`config.mk`:
```
export PLATFORM = sky130hd
export DESIGN_NAME = axi_cmd_bridge
export DESIGN_NICKNAME = d
export VERILOG_FILES = /design/src/hw/axi_cmd_pkg.sv /design/src/hw/axi_cmd_bridge.sv /design/src/hw/burst_ctrl.sv /design/src/hw/burst_tracker.sv /design/src/hw/cmd_register.sv
export VERILOG_INCLUDE_DIRS = /design/src /design/src/hw
export SDC_FILE = /design/constraint.sdc
export NUM_CORES = 1
export LEC_CHECK = 0
export BUFFER_PORTS_ARGS = -buffer_cell sky130_fd_sc_hd__buf_2
export CAP_MARGIN = 40
export CORE_ASPECT_RATIO = 0.5
export CORE_MARGIN = 5
export CORE_UTILIZATION = 48
export CTS_BUF_LIST = sky130_fd_sc_hd__clkbuf_4 sky130_fd_sc_hd__clkbuf_8
export DETAILED_ROUTE_END_ITERATION = 6
export GPL_ROUTABILITY_DRIVEN = 0
export PLACE_DENSITY = 0.79
export SLEW_MARGIN = 40
export SYNTH_ARGS = -nofsm -noshare
export SYNTH_HDL_FRONTEND = slang
export SYNTH_SLANG_ARGS = --single-unit
```
`constraint.sdc`:
```
create_clock -name aclk -period 6.3 [get_ports aclk]
set_input_delay 0.315 -clock aclk [delete_from_list [all_inputs] [get_ports aclk]]
set_output_delay 0.315 -clock aclk [all_outputs]
set_load 0.02 [all_outputs]
```
`src/hw/axi_cmd_macros.svh`:
```
`ifndef AXI_CMD_MACROS_SVH
`define AXI_CMD_MACROS_SVH

// axi slave port geometry
`define AXI_ADDR_W 32
`define AXI_DATA_W 64

// one strobe bit per data byte
`define AXI_STRB_W 8

`define AXI_ID_W   8
`define AXI_LEN_W  8

// log2 of bytes per beat
`define AXI_SIZE_W 3

`endif

```
`src/hw/axi_cmd_pkg.sv`:
```
`include "axi_cmd_macros.svh"

package axi_cmd_pkg;

    typedef enum logic [1:0] {
        IDLE,
        WRITE,
        READ
    } bridge_state_t;

    typedef logic [`AXI_ADDR_W-1:0] addr_t;
    typedef logic [`AXI_DATA_W-1:0] data_t;
    typedef logic [`AXI_STRB_W-1:0] strb_t;
    typedef logic [`AXI_ID_W-1:0]   id_t;
    typedef logic [`AXI_LEN_W-1:0]  len_t;
    typedef logic [`AXI_SIZE_W-1:0] size_t;

    // last-beat flag sits above the id
    typedef logic [`AXI_ID_W:0]     cmd_id_t;

endpackage

```
`src/hw/axi_cmd_bridge.sv`:
```
module axi_cmd_bridge (
    input  logic                 aclk,
    input  logic                 aresetn,
    // aw channel
    input  axi_cmd_pkg::id_t     awid,
    input  axi_cmd_pkg::addr_t   awaddr,
    input  axi_cmd_pkg::len_t    awlen,
    input  axi_cmd_pkg::size_t   awsize,
    input  logic [1:0]           awburst,
    input  logic                 awvalid,
    output logic                 awready,
    // w channel
    input  axi_cmd_pkg::data_t   wdata,
    input  axi_cmd_pkg::strb_t   wstrb,
    input  logic                 wlast,
    input  logic                 wvalid,
    output logic                 wready,
    // ar channel
    input  axi_cmd_pkg::id_t     arid,
    input  axi_cmd_pkg::addr_t   araddr,
    input  axi_cmd_pkg::len_t    arlen,
    input  axi_cmd_pkg::size_t   arsize,
    input  logic [1:0]           arburst,
    input  logic                 arvalid,
    output logic                 arready,
    // command fifo push side
    output axi_cmd_pkg::addr_t   cmd_addr,
    output axi_cmd_pkg::data_t   cmd_data,
    output logic                 cmd_write,
    output axi_cmd_pkg::size_t   cmd_size,
    output axi_cmd_pkg::cmd_id_t cmd_id,
    output logic                 cmd_push,
    input  logic                 cmd_full
);
    import axi_cmd_pkg::*;

    // awburst and arburst are ignored, every burst walks as incr
    bridge_state_t state;
    logic          start;
    logic          beat_issue;
    addr_t         beat_addr;
    size_t         beat_size;
    id_t           beat_id;
    logic          read_last;

    burst_ctrl burst_ctrl_i (
        .aclk       (aclk),
        .aresetn    (aresetn),
        .awvalid    (awvalid),
        .wvalid     (wvalid),
        .wlast      (wlast),
        .arvalid    (arvalid),
        .cmd_full   (cmd_full),
        .read_last  (read_last),
        .awready    (awready),
        .wready     (wready),
        .arready    (arready),
        .start      (start),
        .beat_issue (beat_issue),
        .state      (state)
    );

    burst_tracker burst_tracker_i (
        .aclk       (aclk),
        .aresetn    (aresetn),
        .start      (start),
        .beat_issue (beat_issue),
        .state      (state),
        .awid       (awid),
        .awaddr     (awaddr),
        .awlen      (awlen),
        .awsize     (awsize),
        .arid       (arid),
        .araddr     (araddr),
        .arlen      (arlen),
        .arsize     (arsize),
        .beat_addr  (beat_addr),
        .beat_size  (beat_size),
        .beat_id    (beat_id),
        .read_last  (read_last)
    );

    cmd_register cmd_register_i (
        .aclk       (aclk),
        .aresetn    (aresetn),
        .beat_issue (beat_issue),
        .state      (state),
        .wdata      (wdata),
        .wstrb      (wstrb),
        .wlast      (wlast),
        .beat_addr  (beat_addr),
        .beat_size  (beat_size),
        .beat_id    (beat_id),
        .read_last  (read_last),
        .cmd_addr   (cmd_addr),
        .cmd_data   (cmd_data),
        .cmd_write  (cmd_write),
        .cmd_size   (cmd_size),
        .cmd_id     (cmd_id),
        .cmd_push   (cmd_push)
    );

endmodule

```
`src/hw/burst_ctrl.sv`:
```
module burst_ctrl (
    input  logic                       aclk,
    input  logic                       aresetn,
    input  logic                       awvalid,
    input  logic                       wvalid,
    input  logic                       wlast,
    input  logic                       arvalid,
    input  logic                       cmd_full,
    input  logic                       read_last,
    output logic                       awready,
    output logic                       wready,
    output logic                       arready,
    output logic                       start,
    output logic                       beat_issue,
    output axi_cmd_pkg::bridge_state_t state
);
    import axi_cmd_pkg::*;

    bridge_state_t state_next;
    logic          aw_fire;
    logic          ar_fire;
    logic          w_fire;

    // address channels open only from idle, writes win a tie
    assign awready = (state == IDLE) && !cmd_full;
    assign arready = (state == IDLE) && !cmd_full && !awvalid;
    assign wready  = (state == WRITE) && !cmd_full;

    assign aw_fire = awvalid && awready;
    assign ar_fire = arvalid && arready;
    assign w_fire  = wvalid && wready;

    assign start = aw_fire || ar_fire;

    // read beats need only room downstream
    assign beat_issue = w_fire || ((state == READ) && !cmd_full);

    always_comb begin
        state_next = state;
        case (state)
            IDLE: begin
                if (aw_fire) begin
                    state_next = WRITE;
                end else if (ar_fire) begin
                    state_next = READ;
                end
            end
            WRITE: begin
                // master's wlast ends the burst
                if (w_fire && wlast) begin
                    state_next = IDLE;
                end
            end
            READ: begin
                if (beat_issue && read_last) begin
                    state_next = IDLE;
                end
            end
            default: begin
                state_next = IDLE;
            end
        endcase
    end

    always_ff @(posedge aclk or negedge aresetn) begin
        if (!aresetn) begin
            state <= IDLE;
        end else begin
            state <= state_next;
        end
    end

    // master holds aw valid until it is accepted
    a_aw_valid_hold: assert property (
        @(posedge aclk) disable iff (!aresetn)
        (awvalid && !awready) |=> awvalid
    );

endmodule

```
`src/hw/burst_tracker.sv`:
```
module burst_tracker (
    input  logic                       aclk,
    input  logic                       aresetn,
    input  logic                       start,
    input  logic                       beat_issue,
    input  axi_cmd_pkg::bridge_state_t state,
    input  axi_cmd_pkg::id_t           awid,
    input  axi_cmd_pkg::addr_t         awaddr,
    input  axi_cmd_pkg::len_t          awlen,
    input  axi_cmd_pkg::size_t         awsize,
    input  axi_cmd_pkg::id_t           arid,
    input  axi_cmd_pkg::addr_t         araddr,
    input  axi_cmd_pkg::len_t          arlen,
    input  axi_cmd_pkg::size_t         arsize,
    output axi_cmd_pkg::addr_t         beat_addr,
    output axi_cmd_pkg::size_t         beat_size,
    output axi_cmd_pkg::id_t           beat_id,
    output logic                       read_last
);
    import axi_cmd_pkg::*;

    id_t   aw_id_q;
    addr_t aw_addr_q;
    len_t  aw_len_q;
    size_t aw_size_q;
    id_t   ar_id_q;
    addr_t ar_addr_q;
    len_t  ar_len_q;
    size_t ar_size_q;
    len_t  beat_cnt;
    addr_t base_addr;
    len_t  burst_len;
    addr_t beat_offset;

    // both headers land on start, the state entered picks one
    always_ff @(posedge aclk) begin
        if (start) begin
            aw_id_q   <= awid;
            aw_addr_q <= awaddr;
            aw_len_q  <= awlen;
            aw_size_q <= awsize;
            ar_id_q   <= arid;
            ar_addr_q <= araddr;
            ar_len_q  <= arlen;
            ar_size_q <= arsize;
        end
    end

    always_ff @(posedge aclk or negedge aresetn) begin
        if (!aresetn) begin
            beat_cnt <= '0;
        end else if (start) begin
            beat_cnt <= '0;
        end else if (beat_issue) begin
            beat_cnt <= beat_cnt + 1'b1;
        end
    end

    always_comb begin
        if (state == WRITE) begin
            base_addr = aw_addr_q;
            burst_len = aw_len_q;
            beat_size = aw_size_q;
            beat_id   = aw_id_q;
        end else begin
            base_addr = ar_addr_q;
            burst_len = ar_len_q;
            beat_size = ar_size_q;
            beat_id   = ar_id_q;
        end
    end

    // fixed bursts step like incr
    assign beat_offset = addr_t'(beat_cnt) << beat_size;
    assign beat_addr   = base_addr + beat_offset;
    assign read_last   = (beat_cnt == burst_len);

    a_cnt_in_burst: assert property (
        @(posedge aclk) disable iff (!aresetn)
        (state != IDLE) |-> (beat_cnt <= burst_len)
    );

endmodule

```
`src/hw/cmd_register.sv`:
```
`include "axi_cmd_macros.svh"

module cmd_register (
    input  logic                       aclk,
    input  logic                       aresetn,
    input  logic                       beat_issue,
    input  axi_cmd_pkg::bridge_state_t state,
    input  axi_cmd_pkg::data_t         wdata,
    input  axi_cmd_pkg::strb_t         wstrb,
    input  logic                       wlast,
    input  axi_cmd_pkg::addr_t         beat_addr,
    input  axi_cmd_pkg::size_t         beat_size,
    input  axi_cmd_pkg::id_t           beat_id,
    input  logic                       read_last,
    output axi_cmd_pkg::addr_t         cmd_addr,
    output axi_cmd_pkg::data_t         cmd_data,
    output logic                       cmd_write,
    output axi_cmd_pkg::size_t         cmd_size,
    output axi_cmd_pkg::cmd_id_t       cmd_id,
    output logic                       cmd_push
);
    import axi_cmd_pkg::*;

    data_t wdata_masked;
    logic  is_write;
    logic  beat_last;

    // zero every byte lane whose strobe is off
    always_comb begin
        for (int i = 0; i < `AXI_STRB_W; i++) begin
            wdata_masked[8*i +: 8] = wstrb[i] ? wdata[8*i +: 8] : 8'h00;
        end
    end

    assign is_write  = (state == WRITE);
    assign beat_last = is_write ? wlast : read_last;

    always_ff @(posedge aclk) begin
        if (beat_issue) begin
            cmd_addr  <= beat_addr;
            cmd_size  <= beat_size;
            cmd_write <= is_write;
            cmd_data  <= is_write ? wdata_masked : '0;
            cmd_id    <= {beat_last, beat_id};
        end
    end

    always_ff @(posedge aclk or negedge aresetn) begin
        if (!aresetn) begin
            cmd_push <= 1'b0;
        end else begin
            cmd_push <= beat_issue;
        end
    end

endmodule

```
; After elaboration in Yosys (flattened, before gate mapping)
; Cells that the tools add are included.
[word_totals]
ram_bits = 0
elab_cells = 68
reg_bits = 222
n_memories = 0
latchBits = 0
rom_bits = 0
[op_classes]
n_lt_le_gt_ge = 0
add_sub_neg = 2
n_reduce_logical = 24
n_mul = 0
div = 0
shift = 1
bitwise = 0
n_eq_ne = 6
muxes = 12
[op_table]
columns = op, count
row1 = 32-bit adder, 1
row2 = 32-bit two-way mux, 1
row3 = 8-bit two-way mux, 4
row4 = 8-bit by 3-bit left shift with 32-bit output, 1
row5 = 2-bit AND reduction, 8
row6 = 1-bit logical AND, 9
row7 = 8-bit by 1-bit adder with 8-bit output (second input constant), 1
row8 = 8-bit == test, 1
row9 = 2-bit two-way mux, 4
row10 = 2-bit case mux with 3 select lines, 1
row11 = 2-bit inequality test (second input constant), 2
row12 = 3-bit two-way mux, 1
row13 = 3-bit by 1-bit inequality test with 1-bit output (second input constant), 1
row14 = 3-bit AND reduction, 1
row15 = 2-bit by 1-bit == test with 1-bit output (second input constant), 1
row16 = 2-bit == test (second input constant), 1
row17 = 1-bit logical NOT, 2
row18 = 2-bit logical NOT, 1
row19 = 1-bit logical OR, 2
row20 = 2-bit nonzero test, 1
row21 = 1-bit two-way mux, 1

; Depth between registers and ports, before layout
[logic_depth]
word_depth = 7
ltp_mapped = 19

; Modules after synthesis
; A second synthesis with hierarchy kept.
[hier_totals]
cells_unflattened = 698
hier_area_um2 = 9579.2
[modules_own_cells]
columns = module, cells_per_inst, area_each_um2, n_inst, seq_area_each_um2
row1 = burst_tracker, 499, 5639.2, 1, 3263.1
row2 = cmd_register, 183, 3789.9, 1, 3298.2
row3 = burst_ctrl, 16, 150.1, 1, 50.0

; Least setup slack after synthesis
; No wires, ideal clock.
[synth_timing]
kind = reg2reg
startpoint = register burst_ctrl_i.state[1]
endpoint = register burst_tracker_i.beat_cnt[5]
path_buffers = 0
arrival_ns = 6.540
period_less_slack_ns = 6.826
stages_incl_launch_ff = 9
setup_slack_ns = -0.526
cell_sequence = dfrtp_1 > nand2b_4 > inv_2 > a21oi_1 > nor2_1 > and4_1 > nand3_1 > xor2_1 > nor2_1
[synth_between]
elab_cells_between_ends = 14
classes_between = eq/ne (2) / mux (1) / reduce/logical (11)
[synth_lines]
columns = item, line_no
row1 = start: declaration, burst_ctrl.sv:15  ; output axi_cmd_pkg::bridge_state_t state
row2 = start signal: assignment, burst_ctrl.sv:69  ; state <= state_next;
row3 = 2-bit by 1-bit == test with 1-bit output, burst_ctrl.sv:27  ; assign wready = (state == WRITE) && !cmd_full;
row4 = 1-bit logical AND, burst_ctrl.sv:27
row5 = 1-bit logical AND, burst_ctrl.sv:31  ; assign w_fire = wvalid && wready;
row6 = 1-bit logical OR (*), burst_ctrl.sv:36  ; assign beat_issue = w_fire || ((state == READ) && !cmd_full);
row7 = net beat_issue, axi_cmd_bridge.sv:40  ; logic beat_issue;
row8 = 2-bit nonzero test (no source line) (*), -
row9 = end signal: assignment, burst_tracker.sv:55  ; beat_cnt <= beat_cnt + 1'b1;
row10 = end: declaration, burst_tracker.sv:30  ; len_t beat_cnt;
; Mark *: on every way through the listed nets, which the timed path passes. The rest lies on a longest branch.
; A chain may end at the register's enable or synchronous reset.

; Worst setup path in the final report
[layout_timing]
startpoint = register burst_ctrl_i.state[1]
endpoint = register cmd_register_i.cmd_addr[27] (data pin)
[layout_between]
elab_chain_len = 4
elab_cells_between_ends = 5
classes_between = add/sub (1) / eq/ne (1) / shift (1) / mux (2)
[layout_lines]
columns = item, line_no
row1 = 2-bit by 1-bit == test with 1-bit output (*), burst_tracker.sv:60  ; if (state == WRITE) begin
row2 = 3-bit two-way mux, burst_tracker.sv:60
row3 = 8-bit by 3-bit left shift with 32-bit output, burst_tracker.sv:74  ; assign beat_offset = addr_t'(beat_cnt) << beat_size;
row4 = 32-bit adder (*), burst_tracker.sv:75  ; assign beat_addr = base_addr + beat_offset;
row5 = net beat_addr[27], axi_cmd_bridge.sv:41  ; addr_t beat_addr;
row6 = end signal: assignment, cmd_register.sv:40  ; cmd_addr <= beat_addr;
row7 = end: declaration, cmd_register.sv:15  ; output axi_cmd_pkg::addr_t cmd_addr,
; Marks and branches as above.

==> impl_metrics.csv <==
group,metric,value,unit
die,initial_utilization,48.8,%
die,coreArea,0.0194,mm^2
route,route.vias.total,6961,
power_and_ir_drop,p_int,3220,uW
grt,grt_pass1_wl,39300,um
power_and_ir_drop,ir_drop,0.225,mV
power_and_ir_drop,switching_share,34.8,%
power_and_ir_drop,power_density,383,mW/mm^2
die,die_w,209,um
clock_tree,cts_max_path_buffers,3,
synth,yosys.cell_types.count,51,
placed_design,dpl.hpwl,16900,um
synth,syn_nets,871,
sta,maxSlewHeadroom,49.0,%
clock_tree,htreeDepth,1,
sta,worst_pin_slew,0.744,ns
clock_tree,cts_setup_buffers,0,
setup_path,start_kind,"flop",
route,drt-pass1-iter-count,7,
sta,setup_viol,0,
clock_tree,cts_tree,"yes",
synth,yosysWarnings,0,
final_layout,seq_area,0.00661,mm^2
flow_run,cap_violations,0,
hold_path,hold_path_class,"input pin to flop",
die,rows,36,
clock_tree,clkSlewWorstSetupHoldPaths,0.07,ns
setup_path,timing.rr.end,"cmd_register_i.cmd_addr[27]",
die,die_h,109,um
placed_design,port-buffer-count,293,
setup_path,r2r_cells,13,
synth,async_flop_share,4.95,%
synth,yosysSeqAreaShare,69.8,%
synth,syn_avg_cell_area,14.2,um^2
route,drtIter0Drc,495,
power_and_ir_drop,leakagePower,0.00555,uW
final_layout,final_area,0.0129,mm^2
sta,hold_viol,0,
setup_path,arrival,5.16,ns
setup_path,critical_path_required,6.61,ns
sta,max_freq,0.206,GHz
sta,slew_viol_final,0,
grt,grt_max_degree,88,
clock_tree,cts.sinks,222,
grt,grt_pass1_vias,7330,
synth,synth_area,0.00947,mm^2
route,ant_nets,0,
synth,ys.flop_type,"edfxtp_1",
power_and_ir_drop,combPwrFrac,33.1,%
final_layout,multi_input_area,0.00273,mm^2
sta,clock_skew,0.0165,ns
synth,synth_edf_count,211,
setup_path,r2r-start,"burst_ctrl_i.state[1]",
synth,synthCells,669,
route,routed_wl,25800,um
final_layout,fillers,1354,
synth,synth.ff_latch_count,222,
grt,antenna_found_initial,0,
sta,min_period,4.85,ns
run_status,outcome,"complete, no violations",
placed_design,place_area,0.0112,mm^2
final_layout,syn_to_final_growth,36.1,%
hold_path,min_delay_path_depth,2,
clock_tree,numCtsBuffers,31,
power_and_ir_drop,p_switching,1720,uW
clock_tree,cts_resized,0,
route,drc_errors,0,
clock_tree,hold_buffers,104,
final_layout,layout.nets,1281,
grt,grt_usage,21.9,%
grt,grt_remaining_overflow,0,
sta,fin_setup_tns,0,ns
power_and_ir_drop,p_seq_share,43.4,%
clock_tree,worstSkewPairLatency,0.58,ns
setup_path,path_max_fanout,22,
setup_path,rrSetupSlack,1.45,ns
die,dieArea,0.0228,mm^2
setup_path,cp-end-kind,"flop",
setup_path,critical_path_class,"flop to flop",
hold_path,hp-start,"wdata[57]",
clock_tree,clockRootBuffer,"clkbuf_8",
final_layout,drive_gt1_share,33.2,%
sta,fin_crit_sh,77.0,%
sta,rsz0062_at_grt,"false",
power_and_ir_drop,clkPwrFrac,23.4,%
route,wl_per_cell,18.8,um
hold_path,hold_end,"cmd_register_i.cmd_data[57]",
route,routed_via_density,5.09,
die,pin_count,298,
[synthesized netlist by cell type, types with 6 or more instances]
cell | number | area, um^2
xnor2_1 | 30 | 263
dfrtp_1 | 11 | 275
nor2_1 | 26 | 97.6
buf_2 | 6 | 30.0
clkbuf_1 | 16 | 60.1
nand3_1 | 9 | 45.0
edfxtp_1 | 211 | 6340
xor2_1 | 17 | 149
ha_1 | 16 | 200
nor3_1 | 10 | 50.1
o21ai_0 | 16 | 80.1
mux2i_1 | 39 | 390
and3_1 | 69 | 432
nand2_1 | 101 | 379
a21oi_1 | 19 | 95.1
a21o_1 | 7 | 52.6
[logic make-up after synthesis]
logic type | count (synthesis) | share of synthesized area (%)
AO/OA/AOI/OAI | 69 | 5.05
XOR/XNOR | 47 | 4.35
adder cells (fa/ha/maj) | 17 | 2.32
buffers and inverters | 32 | 1.56
flip-flops | 222 | 69.8
multiplexers | 39 | 4.12
AND/OR/NAND/NOR | 243 | 12.8
[stage by stage]
| step | hold WS, ns | utilization, % | power, uW | cells | setup WS [ns] |
|---|---|---|---|---|---|
| floorplan | 0.0194 | - | 3290 | 669 | 1.47 |
| global placement | 0.194 | 57.7 | 3670 | 1208 | 1.64 |
| detailed placement | 0.196 | 57.7 | 3730 | 1208 | 1.54 |
| CTS | 0.00595 | 66.3 | 4930 | 1367 | 1.50 |
| global route | 0.0108 | 66.4 | 5200 | 1367 | 1.06 |
| finish | 0.0487 | 66.4 | 4930 | 1368 | 1.45 |
[cells in the final DEF (no fill, tap or decap), types with 11 or more instances in the layout]
| cell | count |
|---|---|
| mux2i_1 | 38 |
| o21ai_0 | 16 |
| dlygate4sd3_1 | 104 |
| a21oi_1 | 19 |
| clkbuf_4 | 16 |
| buf_2 | 293 |
| nand2_1 | 101 |
| xnor2_1 | 30 |
| ha_1 | 16 |
| and3_1 | 69 |
| nor2_1 | 25 |
| dfrtp_1 | 11 |
| clkbuf_8 | 33 |
| xor2_1 | 17 |
| edfxtp_1 | 211 |
[registers in the layout, indices dropped and copies added, names as in the netlist, 2 cells and up]
register and flops:
cmd_register_i.cmd_data 64, burst_tracker_i.ar_addr_q 32, burst_tracker_i.aw_addr_q 32, cmd_register_i.cmd_addr 32, cmd_register_i.cmd_id 9, burst_tracker_i.ar_id_q 8
burst_tracker_i.ar_len_q 8, burst_tracker_i.aw_id_q 8, burst_tracker_i.aw_len_q 8, burst_tracker_i.beat_cnt 8, burst_tracker_i.ar_size_q 3, burst_tracker_i.aw_size_q 3
cmd_register_i.cmd_size 3, burst_ctrl_i.state 2
[cell type report]
cell class	instances	area share, %
Sequential cell	222	51.3
Antenna cell	1	0.0194
Multi-Input combinational cell	415	21.2
Timing Repair Buffer	403	19.9
Clock inverter	6	0.417
Clock buffer	49	4.45
Tap cell	266	2.58
Inverter	6	0.184
[per-layer routing]
| layer | global-route usage, % | part of all wire, % |
|---|---|---|
| met5 | 0 | 0 |
| met4 | 6.51 | 2.5 |
| met3 | 5.30 | 6.7 |
| met2 | 40.7 | 52 |
| met1 | 25.8 | 39 |
[worst max-delay path: stages (launching register included)]
cell and delay (ns):
dfrtp_1 0.46, nand2b_4 0.30, clkinv_2 0.34, mux2i_1 0.69, inv_1 0.35, nor3_1 0.42, ha_1 0.22, a21o_1 0.10
and4_1 0.23, o211ai_2 0.15, a2111oi_4 0.55, o21ai_2 0.22, nor4_1 0.39, xnor2_1 0.13
[worst max path at each step]
stage | start | to | slack (ns) | cells after the start
after CTS | burst_ctrl_i.state[1] | cmd_register_i.cmd_addr[27] | 1.50 | 13
after global routing | burst_ctrl_i.state[1] | cmd_register_i.cmd_addr[27] | 1.06 | 13
after detailed placement | burst_ctrl_i.state[1] | cmd_register_i.cmd_addr[27] | 1.54 | 13
final | burst_ctrl_i.state[1] | cmd_register_i.cmd_addr[27] | 1.45 | 13
after floorplan | burst_ctrl_i.state[1] | burst_tracker_i.beat_cnt[5] | 1.47 | 8
after global placement | burst_ctrl_i.state[1] | cmd_register_i.cmd_addr[27] | 1.64 | 13
[power groups by stage]
stage                     sequential [uW]  combinational (uW)  clock [uW]
final                                2140                1630        1160
after global routing                 2170                1770        1260
after CTS                            2140                1620        1170
after detailed placement             2170                1560           0
after global placement               2160                1520           0
after floorplan                      2360                 930           0
(Power assumes the default switching activity.)
